<file path="src/source/conbus_pkg.sv">
// shared bus widths, address map, control registers and arbiter types, used by scoped name
package conbus_pkg;

	// wishbone bus widths
	localparam int ADR_W = 32;
	localparam int DAT_W = 32;
	localparam int SEL_W = 4;
	localparam int CTI_W = 3;

	// slave windows on the top address bits
	// s0 and s1 split the lowest quarter on bit 29
	localparam logic [2:0] S0_ADDR = 3'b000;
	localparam logic [2:0] S1_ADDR = 3'b001;
	// remaining quarters, compared on bits 31:30
	localparam logic [1:0] S2_ADDR = 2'b01;
	localparam logic [1:0] S3_ADDR = 2'b10;
	localparam logic [1:0] S4_ADDR = 2'b11;

	// block ram word address, taken from adr[9:2]
	localparam int BRAM_AW = 8;

	// control block contents
	localparam logic [DAT_W-1:0] SYSCTL_ID = 32'hc0b5_2f05;

	// register word offsets, decoded from adr[3:2]
	localparam logic [1:0] REG_ID       = 2'd0;
	localparam logic [1:0] REG_ARB_MODE = 2'd1;
	localparam logic [1:0] REG_SCRATCH  = 2'd2;

	// arbiter policy, held in the control block
	typedef enum logic {
		ARB_ROUND_ROBIN = 1'b0,
		ARB_FIXED_M0    = 1'b1
	} arb_mode_e;

	// current bus owner
	typedef enum logic {
		GNT_M0 = 1'b0,
		GNT_M1 = 1'b1
	} arb_gnt_e;

endpackage

</file>
<file path="src/source/wb_sysctl.sv">
// wishbone system-control registers, id word, arbiter mode and scratch, on slave port 4
`timescale 1ns/100ps

module wb_sysctl (
	input  logic                         sys_clk,
	input  logic                         rst_i,
	input  logic [conbus_pkg::ADR_W-1:0] wb_adr_i,
	input  logic [conbus_pkg::DAT_W-1:0] wb_dat_i,
	input  logic [conbus_pkg::SEL_W-1:0] wb_sel_i,
	input  logic                         wb_we_i,
	input  logic                         wb_cyc_i,
	input  logic                         wb_stb_i,
	output logic [conbus_pkg::DAT_W-1:0] wb_dat_o,
	output logic                         wb_ack_o,
	output conbus_pkg::arb_mode_e        arb_mode_o
);

	conbus_pkg::arb_mode_e mode_q;
	logic [conbus_pkg::DAT_W-1:0] scratch_q;
	logic [1:0] reg_sel;
	logic access;
	logic wr;

	assign reg_sel = wb_adr_i[3:2];
	assign access = wb_cyc_i & wb_stb_i & ~wb_ack_o;
	// whole-word writes only, partial lanes dropped
	assign wr = access & wb_we_i & (&wb_sel_i);

	always_ff @(posedge sys_clk) begin
		if (rst_i) begin
			wb_ack_o <= 1'b0;
			mode_q   <= conbus_pkg::ARB_ROUND_ROBIN;
		end else begin
			wb_ack_o <= access;
			// mode in bit 0
			if (wr && reg_sel == conbus_pkg::REG_ARB_MODE) begin
				mode_q <= conbus_pkg::arb_mode_e'(wb_dat_i[0]);
			end
		end
	end

	always_ff @(posedge sys_clk) begin
		if (wr && reg_sel == conbus_pkg::REG_SCRATCH) begin
			scratch_q <= wb_dat_i;
		end
	end

	// read mux, registered into the ack cycle
	always_ff @(posedge sys_clk) begin
		if (access) begin
			case (reg_sel)
				conbus_pkg::REG_ID:       wb_dat_o <= conbus_pkg::SYSCTL_ID;
				conbus_pkg::REG_ARB_MODE: wb_dat_o <= {{(conbus_pkg::DAT_W-1){1'b0}}, mode_q};
				conbus_pkg::REG_SCRATCH:  wb_dat_o <= scratch_q;
				default:                  wb_dat_o <= '0;
			endcase
		end
	end

	assign arb_mode_o = mode_q;

endmodule

</file>
<file path="config.mk">
export PLATFORM = sky130hd
export DESIGN_NAME = wb_sysctl
export DESIGN_NICKNAME = d
export VERILOG_FILES = /design/src/source/conbus_pkg.sv /design/src/source/wb_sysctl.sv
export SDC_FILE = /design/constraint.sdc
export NUM_CORES = 1
export LEC_CHECK = 0
export BUFFER_PORTS_ARGS = -buffer_cell sky130_fd_sc_hd__clkbuf_2
export CAP_MARGIN = 10
export CORE_MARGIN = 2
export CORE_UTILIZATION = 49
export DETAILED_ROUTE_END_ITERATION = 7
export PLACE_DENSITY_LB_ADDON = 0.08
export SETUP_SLACK_MARGIN = 0.15
export SLEW_MARGIN = 5
export SYNTH_ARGS = -nofsm -noshare
export SYNTH_HDL_FRONTEND = slang
export SYNTH_SLANG_ARGS = --single-unit
export TNS_END_PERCENT = 20
</file>
<file path="constraint.sdc">
create_clock -name sys_clk -period 6.5 [get_ports sys_clk]
set_input_delay 0.325 -clock sys_clk [delete_from_list [all_inputs] [get_ports sys_clk]]
set_output_delay 0.325 -clock sys_clk [all_outputs]
set_load 0.02 [all_outputs]
</file>
After elaboration in Yosys (flattened, before gate mapping):

Cells that the tools add are included.

* register bits: 66
* bits in latches: 0
* bits in writable memories: 0
* bits in read-only memories: 0
* output and inout bits: 34
* memories kept: 0

* add/subtract/negate cells: 0
* multipliers: 0
* divide/modulo/power cells: 0
* order comparisons: 0
* equality and inequality tests: 2
* shift-type cells: 0
* muxes and demuxes: 1
* bitwise logic cells: 5
* reductions and logical operators: 4

Operators with widths (number)
* one-hot mux 32 bit (3 select lines): 1
* bitwise AND 1 bit: 4
* AND reduction 4 bit: 1
* equality test 2 x 1 -> 1 bit (second input constant): 1
* equality test 2 bit (second input constant): 1
* logical AND 1 bit: 2
* zero test 2 bit: 1
* NOT 1 bit: 1

Longest topological paths before layout:

* word-level depth: 5
* depth in mapped cells: 4
* gate-level depth less buffers: 3

Least setup slack after synthesis:

No wires, ideal clock.

* path type: flip-flop to flip-flop
* start: register wb_ack_o
* end: register scratch_q[0] in the netlist's numbering (enable)
* library setup time: 0.513 ns
* arrival time: 4.046 ns
* data required time: 5.987 ns
* path slack: 1.941 ns
* stages on the path, launching flop included: 3
* path buffers: 0
* period minus slack after synthesis: 4.559 ns
* cells stage by stage: dfxtp_1 > nand4b_1 > nor4b_1

* cells in the longest elaborated chain, start to end: 5

Ends and longest elaborated chain
* start, declared: RTL line wb_sysctl.sv:14 `output logic wb_ack_o,`
* start signal, assigned: RTL line wb_sysctl.sv:34 `wb_ack_o <= access;`
* NOT 1 bit: RTL line wb_sysctl.sv:25 `assign access = wb_cyc_i & wb_stb_i & ~wb_ack_o;`
* bitwise AND 1 bit: RTL line wb_sysctl.sv:25
* bitwise AND 1 bit (2 in series): RTL line wb_sysctl.sv:27 `assign wr = access & wb_we_i & (&wb_sel_i);`
* logical AND 1 bit: RTL line wb_sysctl.sv:43 `if (wr && reg_sel == conbus_pkg::REG_SCRATCH) begin`
* end signal, assigned: RTL line wb_sysctl.sv:44 `scratch_q <= wb_dat_i;`
* end, declared: RTL line wb_sysctl.sv:19 `logic [conbus_pkg::DAT_W-1:0] scratch_q;`

Every way passes these cells.
A chain may end at the register's enable or synchronous reset.

Worst setup path after layout:

* start: register wb_ack_o
* end: register scratch_q[3] in the netlist's numbering (enable)

The elaborated chain is that of the path after synthesis.

==> results.md <==
* Placer Congestion at approximately 0.74
* Initial core utilization at about half
* Setup Fix Bufs, Post-CTS at 0
* DRT antenna net count at 0
* Final Cycle Share at between 20% and 30%
* Power per standard cell area at 272.9 nW/µm²
* Detail Route met2 WL at approximately 1900 µm
* Drt via density at 4.638
* H-tree depth at 3
* Largest net degree at the start of global routing at 33
* Fin crit period at around 1600 ps
* Total power at between 700 and 800 µW
* CP cell instances: nand4b_1, nor4b_2, buf_4
* Worst slew margin at around two fifths
* Switching power at ~170 µW
* Area post-placement at between 2000 and 3000 µm²
* First-pass GRT wire length at roughly 5400 µm
* CTS Buf Count at 9
* Net Sw Frac at between 20% and 30%
* PortBufs at 76
* CTS root buf: clkbuf_8
* CTS tree: done
* Die Y at 73.08 µm
* Leading cell type in the layout, fill and taps excluded: clkbuf_2
* GRT Overall Usage at roughly 14%
* Crit path max-delay family: simple AND/OR/NAND/NOR gates
* Fin cells at 271
* Worst Path Buf+Inv at 1
* Synth Net Count at 202
* Mapped Avg Cell Area at ~18 µm²
* Arrival time worst endpoint at about 1600 ps
* Max Clk Rate at 630.4 MHz
* Hold path depth at 1
* Crit-path max cell delay at about 350 ps
* Bufs on Longest Clock Path at 2
* Synth Instances at between 100 and 150
* Gate power share at a little over 6%
* Post-route setup TNS at 0 ps
* CP Launch Type: register
* Count of distinct cell types in the synthesized netlist at 20
* Yosys top cell by area: edfxtp_1
* Routed WL at roughly 3500 µm
* # resized after CTS at 0
* Clock Pin Slew Worst Setup and Hold Paths at 70 ps
* Pleak at 0.001181 µW
* Clk Latency, worst-skew pair at between 300 and 400 ps
* Commonest cells after routing, fill and taps aside: clkbuf_2, edfxtp_1, and2_1
* Worst r2r path cells at 3
* Top-Level Pins at 107
* Cell Int Power at roughly 630 µW
* Share of cells above drive strength 1 at a little over two fifths
* Final setup margin at just under 5000 ps
* Max IR drop VDD at 198.1 µV
* RSZ-0062 raised after global routing: false
* Post-synthesis cell area at 2338 µm²
* Row cnt at 25
* Clock sink count at 66
* Crit Path Max Fanout at 18
* Sequential share of the synthesized area at a little over four fifths
* Seq cells post-synth at 66
* Detailed Place HPWL at 2410 µm
* Critical path type: reg -> reg
* Clock power frac at about 34%
* Max Used Layer: met4
* Area fraction of the dominant cell type after synthesis at a little over 80%
* Reg power frac at between 60% and 70%
* Placed Instances at approximately 260
* Fill cell count at approximately 350
* Ys Warns at 0
* WL met3 at about 200 µm
* Fin. Hold Viols at 0
* Nets at ~290
* Chip width at roughly 73 µm
* Wire per inst at 12.79 µm
* Initial antenna violation count at 0
* Worst Max-Slew Pin Slew at slightly below 900 ps
* Post-layout instance area at between 2000 and 3000 µm²
* DR pass1 iterations at 4
* Total congestion overflow at 0
* Synth area leaders: edfxtp_1, and2_1, a21oi_1, inv_1, dfxtp_1
* Max cap viols at 0
* HP Class: in -> reg
* M1 WL at between 1000 and 1500 µm
* Die area at ~5300 µm²
* Ant diodes at 0
* Initial DRC count at 72
* Fin Clk Skew at slightly below 5 ps
* Max-slew violations at 0
* CP required at ~6500 ps
* Vias in the first global route at between 1000 and 1500
* Status: completed
* CP max-delay cell: dfxtp_1
* Vias at 1257
* # DRC at 0
* Worst slack at placement at 4875 ps
* Cts hold-fix bufs at 0
* CP Depth at 3
* Count of final setup violators at 0
* Synth-to-Final Area Change at 25.25%
* CP endpoint kind: register
* Core ar. at approximately 4700 µm²
## final timing paths
kind,endpoint,start,slack (ps)
max,scratch_q[3],wb_ack_o,4910
min reg2reg,arb_mode_o,arb_mode_o,500
max reg2reg,scratch_q[3],wb_ack_o,4910
min,scratch_q[14],wb_dat_i[14],170
## worst register-to-register path, cell delays in order (launching register included)
cell      delay, ps
dfxtp_1         350
nand4b_1        280
nor4b_2         320
buf_4           310
## logic make-up after synthesis
group | synth area share (%)
flip-flops | 83.90
AO/OA/AOI/OAI | 3.157
multiplexers | 0.4281
AND/OR/NAND/NOR | 8.561
buffers and inverters | 3.960
## state kept, by name, summed over array words and instances (netlist names)
register,count
scratch_q,32
wb_dat_o,32
arb_mode_o,1
wb_ack_o,1
## power groups by stage
| stage | Sequential (µW) | Combinational [µW] | Clock [µW] |
|---|---|---|---|
| 2_1_floorplan | 502 | 14.6 | 0 |
| 3_3_place_gp | 489 | 48.6 | 0 |
| 3_5_place_dp | 489 | 49.8 | 0 |
| 4_1_cts | 480 | 50.0 | 279 |
| 5_1_grt | 481 | 54.3 | 295 |
| 6_report | 480 | 49.1 | 270 |
## through the flow
stage / utilization, % / hold slack, ps
detailed placement: 59.60 / 496.5
finish: 62.85 / 174.8
floorplan: - / 401.8
CTS: 62.85 / 155.9
global route: 62.85 / 151.4
global placement: 59.60 / 477.8
## Yosys cell counts
master	count
clkbuf_1	2
nand4_1	1
a2bb2oi_1	1
nand2b_1	2
mux2i_1	1
nor4b_1	1
inv_4	1
and2_1	18
inv_1	13
nand2_1	2
buf_6	2
nor2b_4	1
edfxtp_1	64
nand4b_1	1
dfxtp_1	2
nor3_1	1
a21oi_1	13
nor4_4	1
nor2_1	1
buf_4	1
## routing by layer
metal | vias up | track usage (%)
met3 | 6 | 5.387
li1 | 632 | -
met4 | 0 | 10.49
met5 | - | 0
met2 | 45 | 23.32
met1 | 574 | 14.68
## area by class of cell
class | count | area (µm²) | area share, %
flip-flops and latches | 66 | 1962 | 66.98
inverters | 14 | 55.05 | 1.880
repair buffers | 78 | 395.4 | 13.50
clock inverters | 4 | 20.02 | 0.6835
multi-input cells | 44 | 297.8 | 10.17
clock buffers | 11 | 131.4 | 4.485
well taps | 54 | 67.56 | 2.307
Power figures use the tool's default switching activity.
