[config.mk]
export PLATFORM = sky130hd
export DESIGN_NAME = conbus2x5
export DESIGN_NICKNAME = d
export VERILOG_FILES = /design/src/source/conbus_pkg.sv /design/src/source/conbus2x5.sv /design/src/source/conbus_arb2.sv
export SDC_FILE = /design/constraint.sdc
export NUM_CORES = 1
export LEC_CHECK = 0
export BUFFER_PORTS_ARGS = -buffer_cell sky130_fd_sc_hd__buf_2
export CAP_MARGIN = 20
export CORE_AREA = 10 10 283 285
export CTS_BUF_LIST = sky130_fd_sc_hd__clkbuf_4 sky130_fd_sc_hd__clkbuf_8
export DETAILED_ROUTE_END_ITERATION = 7
export DIE_AREA = 0 0 293 295
export PLACE_DENSITY_LB_ADDON = 0.2
export SLEW_MARGIN = 20
export SYNTH_ARGS = -nofsm -noshare
export SYNTH_HDL_FRONTEND = slang
export SYNTH_SLANG_ARGS = --single-unit
[constraint.sdc]
create_clock -name sys_clk -period 1.3 [get_ports sys_clk]
set_input_delay 0.13 -clock sys_clk [delete_from_list [all_inputs] [get_ports sys_clk]]
set_output_delay 0.13 -clock sys_clk [all_outputs]
set_load 0.05 [all_outputs]
[src/source/conbus_pkg.sv]
// shared bus widths, address map, control registers and arbiter types, used by scoped name
package conbus_pkg;

	// wishbone bus widths
	localparam int ADR_W = 32;
	localparam int DAT_W = 32;
	localparam int SEL_W = 4;
	localparam int CTI_W = 3;

	// slave windows on the top address bits
	// s0 and s1 split the lowest quarter on bit 29
	localparam logic [2:0] S0_ADDR = 3'b000;
	localparam logic [2:0] S1_ADDR = 3'b001;
	// remaining quarters, compared on bits 31:30
	localparam logic [1:0] S2_ADDR = 2'b01;
	localparam logic [1:0] S3_ADDR = 2'b10;
	localparam logic [1:0] S4_ADDR = 2'b11;

	// block ram word address, taken from adr[9:2]
	localparam int BRAM_AW = 8;

	// control block contents
	localparam logic [DAT_W-1:0] SYSCTL_ID = 32'hc0b5_2f05;

	// register word offsets, decoded from adr[3:2]
	localparam logic [1:0] REG_ID       = 2'd0;
	localparam logic [1:0] REG_ARB_MODE = 2'd1;
	localparam logic [1:0] REG_SCRATCH  = 2'd2;

	// arbiter policy, held in the control block
	typedef enum logic {
		ARB_ROUND_ROBIN = 1'b0,
		ARB_FIXED_M0    = 1'b1
	} arb_mode_e;

	// current bus owner
	typedef enum logic {
		GNT_M0 = 1'b0,
		GNT_M1 = 1'b1
	} arb_gnt_e;

endpackage

[src/source/conbus2x5.sv]
// two-master five-slave wishbone shared bus with arbiter, address decode and data return mux
`timescale 1ns/100ps

module conbus2x5 (
	input  logic                         sys_clk,
	input  logic                         rst_i,
	input  conbus_pkg::arb_mode_e        arb_mode_i,

	// master 0
	input  logic [conbus_pkg::DAT_W-1:0] m0_dat_i,
	output logic [conbus_pkg::DAT_W-1:0] m0_dat_o,
	input  logic [conbus_pkg::ADR_W-1:0] m0_adr_i,
	input  logic [conbus_pkg::CTI_W-1:0] m0_cti_i,
	input  logic [conbus_pkg::SEL_W-1:0] m0_sel_i,
	input  logic                         m0_we_i,
	input  logic                         m0_cyc_i,
	input  logic                         m0_stb_i,
	output logic                         m0_ack_o,

	// master 1
	input  logic [conbus_pkg::DAT_W-1:0] m1_dat_i,
	output logic [conbus_pkg::DAT_W-1:0] m1_dat_o,
	input  logic [conbus_pkg::ADR_W-1:0] m1_adr_i,
	input  logic [conbus_pkg::CTI_W-1:0] m1_cti_i,
	input  logic [conbus_pkg::SEL_W-1:0] m1_sel_i,
	input  logic                         m1_we_i,
	input  logic                         m1_cyc_i,
	input  logic                         m1_stb_i,
	output logic                         m1_ack_o,

	// slave 0
	input  logic [conbus_pkg::DAT_W-1:0] s0_dat_i,
	output logic [conbus_pkg::DAT_W-1:0] s0_dat_o,
	output logic [conbus_pkg::ADR_W-1:0] s0_adr_o,
	output logic [conbus_pkg::CTI_W-1:0] s0_cti_o,
	output logic [conbus_pkg::SEL_W-1:0] s0_sel_o,
	output logic                         s0_we_o,
	output logic                         s0_cyc_o,
	output logic                         s0_stb_o,
	input  logic                         s0_ack_i,

	// slave 1
	input  logic [conbus_pkg::DAT_W-1:0] s1_dat_i,
	output logic [conbus_pkg::DAT_W-1:0] s1_dat_o,
	output logic [conbus_pkg::ADR_W-1:0] s1_adr_o,
	output logic [conbus_pkg::CTI_W-1:0] s1_cti_o,
	output logic [conbus_pkg::SEL_W-1:0] s1_sel_o,
	output logic                         s1_we_o,
	output logic                         s1_cyc_o,
	output logic                         s1_stb_o,
	input  logic                         s1_ack_i,

	// slave 2
	input  logic [conbus_pkg::DAT_W-1:0] s2_dat_i,
	output logic [conbus_pkg::DAT_W-1:0] s2_dat_o,
	output logic [conbus_pkg::ADR_W-1:0] s2_adr_o,
	output logic [conbus_pkg::CTI_W-1:0] s2_cti_o,
	output logic [conbus_pkg::SEL_W-1:0] s2_sel_o,
	output logic                         s2_we_o,
	output logic                         s2_cyc_o,
	output logic                         s2_stb_o,
	input  logic                         s2_ack_i,

	// slave 3
	input  logic [conbus_pkg::DAT_W-1:0] s3_dat_i,
	output logic [conbus_pkg::DAT_W-1:0] s3_dat_o,
	output logic [conbus_pkg::ADR_W-1:0] s3_adr_o,
	output logic [conbus_pkg::CTI_W-1:0] s3_cti_o,
	output logic [conbus_pkg::SEL_W-1:0] s3_sel_o,
	output logic                         s3_we_o,
	output logic                         s3_cyc_o,
	output logic                         s3_stb_o,
	input  logic                         s3_ack_i,

	// slave 4
	input  logic [conbus_pkg::DAT_W-1:0] s4_dat_i,
	output logic [conbus_pkg::DAT_W-1:0] s4_dat_o,
	output logic [conbus_pkg::ADR_W-1:0] s4_adr_o,
	output logic [conbus_pkg::CTI_W-1:0] s4_cti_o,
	output logic [conbus_pkg::SEL_W-1:0] s4_sel_o,
	output logic                         s4_we_o,
	output logic                         s4_cyc_o,
	output logic                         s4_stb_o,
	input  logic                         s4_ack_i
);

	conbus_pkg::arb_gnt_e gnt;
	logic gnt_m1;

	// granted master, shared by all slaves
	logic [conbus_pkg::ADR_W-1:0] i_adr;
	logic [conbus_pkg::CTI_W-1:0] i_cti;
	logic [conbus_pkg::SEL_W-1:0] i_sel;
	logic [conbus_pkg::DAT_W-1:0] i_dat;
	logic i_we;
	logic i_cyc;
	logic i_stb;

	// slave side return path
	logic [4:0] slave_sel;
	logic [4:0] slave_sel_q;
	logic [conbus_pkg::DAT_W-1:0] i_dat_s;
	logic i_ack;

	conbus_arb2 u_arb (
		.sys_clk (sys_clk),
		.rst_i   (rst_i),
		.req_i   ({m1_cyc_i, m0_cyc_i}),
		.mode_i  (arb_mode_i),
		.gnt_o   (gnt)
	);

	assign gnt_m1 = (gnt == conbus_pkg::GNT_M1);

	// master mux
	assign i_adr = gnt_m1 ? m1_adr_i : m0_adr_i;
	assign i_cti = gnt_m1 ? m1_cti_i : m0_cti_i;
	assign i_sel = gnt_m1 ? m1_sel_i : m0_sel_i;
	assign i_dat = gnt_m1 ? m1_dat_i : m0_dat_i;
	assign i_we  = gnt_m1 ? m1_we_i  : m0_we_i;
	assign i_cyc = gnt_m1 ? m1_cyc_i : m0_cyc_i;
	assign i_stb = gnt_m1 ? m1_stb_i : m0_stb_i;

	// decode, windows never overlap so at most one bit is set
	assign slave_sel[0] = (i_adr[conbus_pkg::ADR_W-1 -: 3] == conbus_pkg::S0_ADDR);
	assign slave_sel[1] = (i_adr[conbus_pkg::ADR_W-1 -: 3] == conbus_pkg::S1_ADDR);
	assign slave_sel[2] = (i_adr[conbus_pkg::ADR_W-1 -: 2] == conbus_pkg::S2_ADDR);
	assign slave_sel[3] = (i_adr[conbus_pkg::ADR_W-1 -: 2] == conbus_pkg::S3_ADDR);
	assign slave_sel[4] = (i_adr[conbus_pkg::ADR_W-1 -: 2] == conbus_pkg::S4_ADDR);

	// broadcast, cyc only to the decoded slave
	assign {s0_adr_o, s0_cti_o, s0_sel_o, s0_dat_o, s0_we_o, s0_stb_o}
		= {i_adr, i_cti, i_sel, i_dat, i_we, i_stb};
	assign s0_cyc_o = i_cyc & slave_sel[0];
	assign {s1_adr_o, s1_cti_o, s1_sel_o, s1_dat_o, s1_we_o, s1_stb_o}
		= {i_adr, i_cti, i_sel, i_dat, i_we, i_stb};
	assign s1_cyc_o = i_cyc & slave_sel[1];
	assign {s2_adr_o, s2_cti_o, s2_sel_o, s2_dat_o, s2_we_o, s2_stb_o}
		= {i_adr, i_cti, i_sel, i_dat, i_we, i_stb};
	assign s2_cyc_o = i_cyc & slave_sel[2];
	assign {s3_adr_o, s3_cti_o, s3_sel_o, s3_dat_o, s3_we_o, s3_stb_o}
		= {i_adr, i_cti, i_sel, i_dat, i_we, i_stb};
	assign s3_cyc_o = i_cyc & slave_sel[3];
	assign {s4_adr_o, s4_cti_o, s4_sel_o, s4_dat_o, s4_we_o, s4_stb_o}
		= {i_adr, i_cti, i_sel, i_dat, i_we, i_stb};
	assign s4_cyc_o = i_cyc & slave_sel[4];

	// select one cycle late, lines up with the slave ack
	always_ff @(posedge sys_clk) begin
		if (rst_i) begin
			slave_sel_q <= '0;
		end else begin
			slave_sel_q <= slave_sel;
		end
	end

	assign i_dat_s = ({conbus_pkg::DAT_W{slave_sel_q[0]}} & s0_dat_i)
		| ({conbus_pkg::DAT_W{slave_sel_q[1]}} & s1_dat_i)
		| ({conbus_pkg::DAT_W{slave_sel_q[2]}} & s2_dat_i)
		| ({conbus_pkg::DAT_W{slave_sel_q[3]}} & s3_dat_i)
		| ({conbus_pkg::DAT_W{slave_sel_q[4]}} & s4_dat_i);

	assign i_ack = s0_ack_i | s1_ack_i | s2_ack_i | s3_ack_i | s4_ack_i;

	// data to both, ack only to the owner
	assign m0_dat_o = i_dat_s;
	assign m1_dat_o = i_dat_s;
	assign m0_ack_o = i_ack & ~gnt_m1;
	assign m1_ack_o = i_ack & gnt_m1;

endmodule

[src/source/conbus_arb2.sv]
// two-master bus arbiter with registered grant, instantiated by the shared-bus interconnect
`timescale 1ns/100ps

module conbus_arb2 (
	input  logic                  sys_clk,
	input  logic                  rst_i,
	input  logic [1:0]            req_i,
	input  conbus_pkg::arb_mode_e mode_i,
	output conbus_pkg::arb_gnt_e  gnt_o
);

	conbus_pkg::arb_gnt_e gnt_q;
	conbus_pkg::arb_gnt_e gnt_d;
	conbus_pkg::arb_gnt_e other;
	logic own_req;
	logic other_req;
	// holder had the bus last cycle
	logic held_q;

	assign other = (gnt_q == conbus_pkg::GNT_M0) ? conbus_pkg::GNT_M1 : conbus_pkg::GNT_M0;
	assign own_req = (gnt_q == conbus_pkg::GNT_M1) ? req_i[1] : req_i[0];
	assign other_req = (gnt_q == conbus_pkg::GNT_M1) ? req_i[0] : req_i[1];

	always_comb begin
		gnt_d = gnt_q;
		// grant only moves once the holder lets go of cyc
		if (!own_req) begin
			if (mode_i == conbus_pkg::ARB_FIXED_M0) begin
				// m0 wins, park on m0 when idle
				gnt_d = (req_i[1] && !req_i[0]) ? conbus_pkg::GNT_M1 : conbus_pkg::GNT_M0;
			end else if (other_req || held_q) begin
				// round robin, hand over or park on the one that did not hold
				gnt_d = other;
			end
		end
	end

	always_ff @(posedge sys_clk) begin
		if (rst_i) begin
			gnt_q  <= conbus_pkg::GNT_M0;
			held_q <= 1'b0;
		end else begin
			gnt_q  <= gnt_d;
			held_q <= own_req;
		end
	end

	assign gnt_o = gnt_q;

endmodule

; Word-level counts from Yosys, hierarchy flattened
; Cells that the tools add are included.
[totals]
register_bits = 7
[classes]
eq_ne = 4
bitwise_logic = 22
n_reduce_logical = 6
n_mux = 12
[op_table]
columns = op, count
row1 = $and 32x32->32, 5
row2 = $or 32x32->32, 4
row3 = $mux 32, 2
row4 = $mux 1, 8
row5 = $and 1x1->1, 7
row6 = $eq 2x2->1 const B, 2
row7 = $mux 4, 1
row8 = $or 1x1->1, 4
row9 = $eq 3x1->1 const B, 1
row10 = $logic_not 3->1, 1
row11 = $mux 3, 1
row12 = $eq 2x1->1 const B, 1
row13 = $not 1->1, 2
row14 = $reduce_and 2->1, 1
row15 = $reduce_bool 2->1, 1
row16 = $logic_and 1x1->1, 1
row17 = $logic_not 1->1, 1
row18 = $logic_or 1x1->1, 1

; Depth between registers and ports, before layout
[logic_depth]
depth_word = 5
ltp_mapped = 5

; By module
; Synthesis repeated with hierarchy kept, for this count alone.
[unflattened]
cells_unflattened = 552
hier_area_um2 = 4449.3
[by_module_without_submodules]
columns = module, cells_per_inst, n_inst, area_each_um2
row1 = conbus2x5, 543, 1, 4360.4
row2 = conbus_arb2, 9, 1, 88.8

; Worst setup path before layout
; No wires, ideal clock.
[synth_timing]
path_kind = register to output
start = register u_arb.gnt_q (netlist: u_arb.gnt_o)
end = output s0_cyc_o
path_buffers = 1
arrival_ns = 1.803
setup_slack_ns = -0.633
stages_incl_launch_ff = 6
cell_sequence = dfxtp_1 > buf_6 > mux2i_4 > inv_2 > or2_1 > nor2_1
[synth_via]
elab_chain_len = 3
[synth_lines]
columns = element, line_no
row1 = from (decl), conbus_arb2.sv:12  ; conbus_pkg::arb_gnt_e gnt_q;
row2 = from (signal assigned), conbus_arb2.sv:40  ; gnt_q <= conbus_pkg::GNT_M0;
row3 = from (signal assigned), conbus_arb2.sv:43  ; gnt_q <= gnt_d;
row4 = $mux 32, conbus2x5.sv:116  ; assign i_adr = gnt_m1 ? m1_adr_i : m0_adr_i;
row5 = "named net s0_adr_o, one bit", conbus2x5.sv:34  ; output logic [conbus_pkg::ADR_W-1:0] s0_adr_o,
row6 = $logic_not 3->1, conbus2x5.sv:125  ; assign slave_sel[0] = (i_adr[conbus_pkg::ADR_W-1 -: 3] == conbus_pkg::S0_ADDR);
row7 = $and 1x1->1, conbus2x5.sv:134  ; assign s0_cyc_o = i_cyc & slave_sel[0];
row8 = to (decl), conbus2x5.sv:38  ; output logic s0_cyc_o,
; The timed path passes the listed nets, and every way through them passes these cells.

; Final worst setup path
[layout_timing]
start = register u_arb.gnt_q (netlist: u_arb.gnt_o)
end = output s2_dat_o[23] (netlist bit)
[layout_via]
elab_chain_len = 1
[layout_lines]
columns = element, line_no
row1 = $mux 32, conbus2x5.sv:119  ; assign i_dat = gnt_m1 ? m1_dat_i : m0_dat_i;
row2 = to (decl), conbus2x5.sv:55  ; output logic [conbus_pkg::DAT_W-1:0] s2_dat_o,
; No other way between the ends.

==> flow_summary.json <==
{
  "port_buffers": 751,
  "crit_fanout": 11,
  "synth_cell_types": 24,
  "worst_r2r_path_depth": 4,
  "via_per_inst": 2.80,
  "crit_arrival_ns": 1.63,
  "fin_hold_ws_ns": 0.116,
  "syn_inst": 554,
  "synth_area_um2": 4360,
  "instances_no_fill": 1983,
  "start_util_pct": 5.88,
  "setup_viol": 441,
  "final_max_slew_viol_count": 0,
  "cts_hold_buf": 0,
  "finalCritPeriodShare_pct": 135,
  "finalHoldViolCount": 0,
  "fillCellCount": 8659,
  "antenna_found_initial": 4,
  "min_path_cells": 2,
  "drv_cap": 0,
  "async_flop_share_pct": 0,
  "die_h_um": 295,
  "wl_um": 32500,
  "cts_buffer_depth": 2,
  "tightest_slew_ns": 0.439,
  "clock.fmax_mhz": 568,
  "cpMaxStageDelayCell": "dfxtp_4",
  "io_pins": 752,
  "drc": 4,
  "wl_per_cell_um": 16.4,
  "yosys_most_used_dff": "dfxtp_1",
  "p_total_mw": 8.43,
  "rsz0062_at_grt": "yes",
  "die_w_um": 293,
  "core_um2": 74200,
  "vias": 5547,
  "slew_headroom_pct": 70.8,
  "critPathRequiredTime_ns": 1.17,
  "cts_made_buffers": 3,
  "grt_first_pass_wirelength_um": 42900,
  "ant_nets": 0,
  "peakVddDrop_v": 0.000354,
  "cts-root-buf": "clkbuf_8",
  "timing.final.ws_setup_ns": -0.459,
  "leakage_nw": 4.43,
  "reg2reg_setup_slack_ns": -0.34,
  "synth_warnings": 0,
  "yosys.cell_count.top_type": "buf_4",
  "path_clk_slew_ns": 0.06,
  "clkSinkCount": 7,
  "cts_tree": "built",
  "dpl.hpwl_um": 29700,
  "drive_above_1_share_pct": 91.5,
  "cp_slowest_stage_delay_ns": 0.41,
  "grt_pass1_vias": 6259,
  "yosys.area.top_type_share_pct": 56.1,
  "yosysSeqAreaShare_pct": 3.21,
  "crit_path_end_kind": "primary output",
  "crit_chain": "buf_4 > buf_12 > mux2_2 > buf_2",
  "fin_crit_ns": 1.76,
  "clock_latency_ns": 0.25,
  "drtIter0Drc": 292,
  "areaGrowthSynthToFinish_pct": 93.1,
  "cp-start-kind": "flip-flop",
  "gp_congestion": 0.858,
  "grt_remaining_overflow": 0,
  "yosys-top-cells-count": "buf_4, mux2_2, nand2_1",
  "powerDensity_nw_per_um2": 1000,
  "track_usage_pct": 6.53,
  "fin_worst_skew_ns": 0.0137,
  "worstHoldEndpoint": "u_arb.gnt_o",
  "nets": 1330,
  "avgSynthCellArea_um2": 7.87,
  "ys_seq_elements": 7,
  "hp-start": "rst_i",
  "grt_max_degree": 19,
  "reg2reg_to": "slave_sel_q[3]",
  "violations": "DRC, setup timing",
  "synth_edf_count": 0,
  "hold_class": "primary input to flip-flop",
  "rows": 100,
  "tns_ns": -175.39,
  "firstDrtPassIters": 8,
  "synthTopCellsByArea": "buf_4, mux2_2, a222oi_1, a22oi_1, dfxtp_1",
  "placed_cells": 1974,
  "yosys.area.top_type": "buf_4",
  "status": "complete, but fails checks",
  "dieArea_um2": 86400,
  "syn-num-nets": 870,
  "htree_num_levels": 1,
  "crit_type": "flip-flop to primary output",
  "rr_startpoint": "u_arb.gnt_o"
}
==> timing repair <==
action	4_1_cts	5_1_grt
resized for setup	175	29
buffers inserted	2	1
cloned	1	0
endpoints found under the setup margin	441	441
pin swaps	3	1
==> cell usage in the layout (no fill, tap or decap), types with 2 or more instances in the layout <==
| cell type | Yosys | final |
|---|---|---|
| a222oi_1 | 32 | 32 |
| a22oi_1 | 32 | 32 |
| buf_12 | 0 | 18 |
| buf_2 | 5 | 602 |
| buf_4 | 326 | 125 |
| buf_6 | 2 | 55 |
| clkbuf_8 | 0 | 3 |
| dfxtp_1 | 7 | 3 |
| dfxtp_4 | 0 | 3 |
| mux2_2 | 70 | 22 |
| mux2_4 | 2 | 50 |
| nand2_1 | 35 | 2 |
| nand2_2 | 0 | 33 |
| nor2_1 | 14 | 8 |
| nor2_4 | 0 | 6 |
==> area by class of cell <==
| type | instances | area (um2) | share of cell area, % |
|---|---|---|---|
| Clock inverter | 1 | 5.00 | 0.0594 |
| Clock buffer | 3 | 41.3 | 0.490 |
| Sequential cell | 7 | 153 | 1.81 |
| Multi-Input combinational cell | 197 | 2000 | 23.7 |
| Timing Repair Buffer | 803 | 5000 | 59.4 |
| Antenna cell | 1 | 2.50 | 0.0297 |
| Tap cell | 969 | 1210 | 14.4 |
| Inverter | 2 | 10.0 | 0.119 |
==> how the worst max path moves through the flow <==
stage	startpoint	to	slack, ns	cells after the start
after CTS	u_arb.gnt_o	s0_adr_o[8]	-0.50	4
final	u_arb.gnt_o	s2_dat_o[23]	-0.46	4
after global routing	u_arb.gnt_o	s0_adr_o[18]	-0.54	4
after detailed placement	u_arb.gnt_o	slave_sel_q[3]	-0.31	4
after global placement	u_arb.gnt_o	slave_sel_q[3]	-0.37	4
after floorplan	u_arb.gnt_o	s0_cyc_o	-0.28	5
==> flip-flops by register name, summed over array words and instances (netlist names) <==
name,flops
slave_sel_q,5
u_arb.gnt_o,1
u_arb.held_q,1
==> cell families after synthesis <==
| family | share of synthesized area (%) |
|---|---|
| AND/OR/NAND/NOR | 5.11 |
| multiplexers | 19.5 |
| flip-flops | 3.21 |
| AO/OA/AOI/OAI | 13.5 |
| buffers and inverters | 58.7 |
==> power by group <==
| part | leakage [nW] | internal [mW] | switching [mW] |
|---|---|---|---|
| Combinational | 4.35 | 2.10 | 5.73 |
| Clock | 0.0255 | 0.211 | 0.138 |
| Sequential | 0.0600 | 0.225 | 0.0235 |
| Total | 4.43 | 2.54 | 5.90 |
==> critical path: cells and delay by family (launching register included) <==
kind,cells,cell delay [ns]
DFF,1,0.41
buffers and inverters,3,0.59
muxes,1,0.38
==> per-stage QoR <==
step | instance area [um2] | setup WS, ns | util (%)
floorplan | 4970 | -0.278 | -
global placement | 7730 | -0.366 | 10.4
detailed placement | 7730 | -0.306 | 10.4
CTS | 8310 | -0.503 | 11.2
global route | 8420 | -0.544 | 11.3
finish | 8420 | -0.459 | 11.3
==> routing by layer <==
metal	track usage (%)	vias to the layer above	share of wire, %
met3	2.48	28	11
met2	13.2	452	55
met5	0	-	0.040
met4	0.880	2	1.4
met1	6.27	2550	32
li1	-	2515	-
No activity file was read; power rests on OpenSTA's default activity.
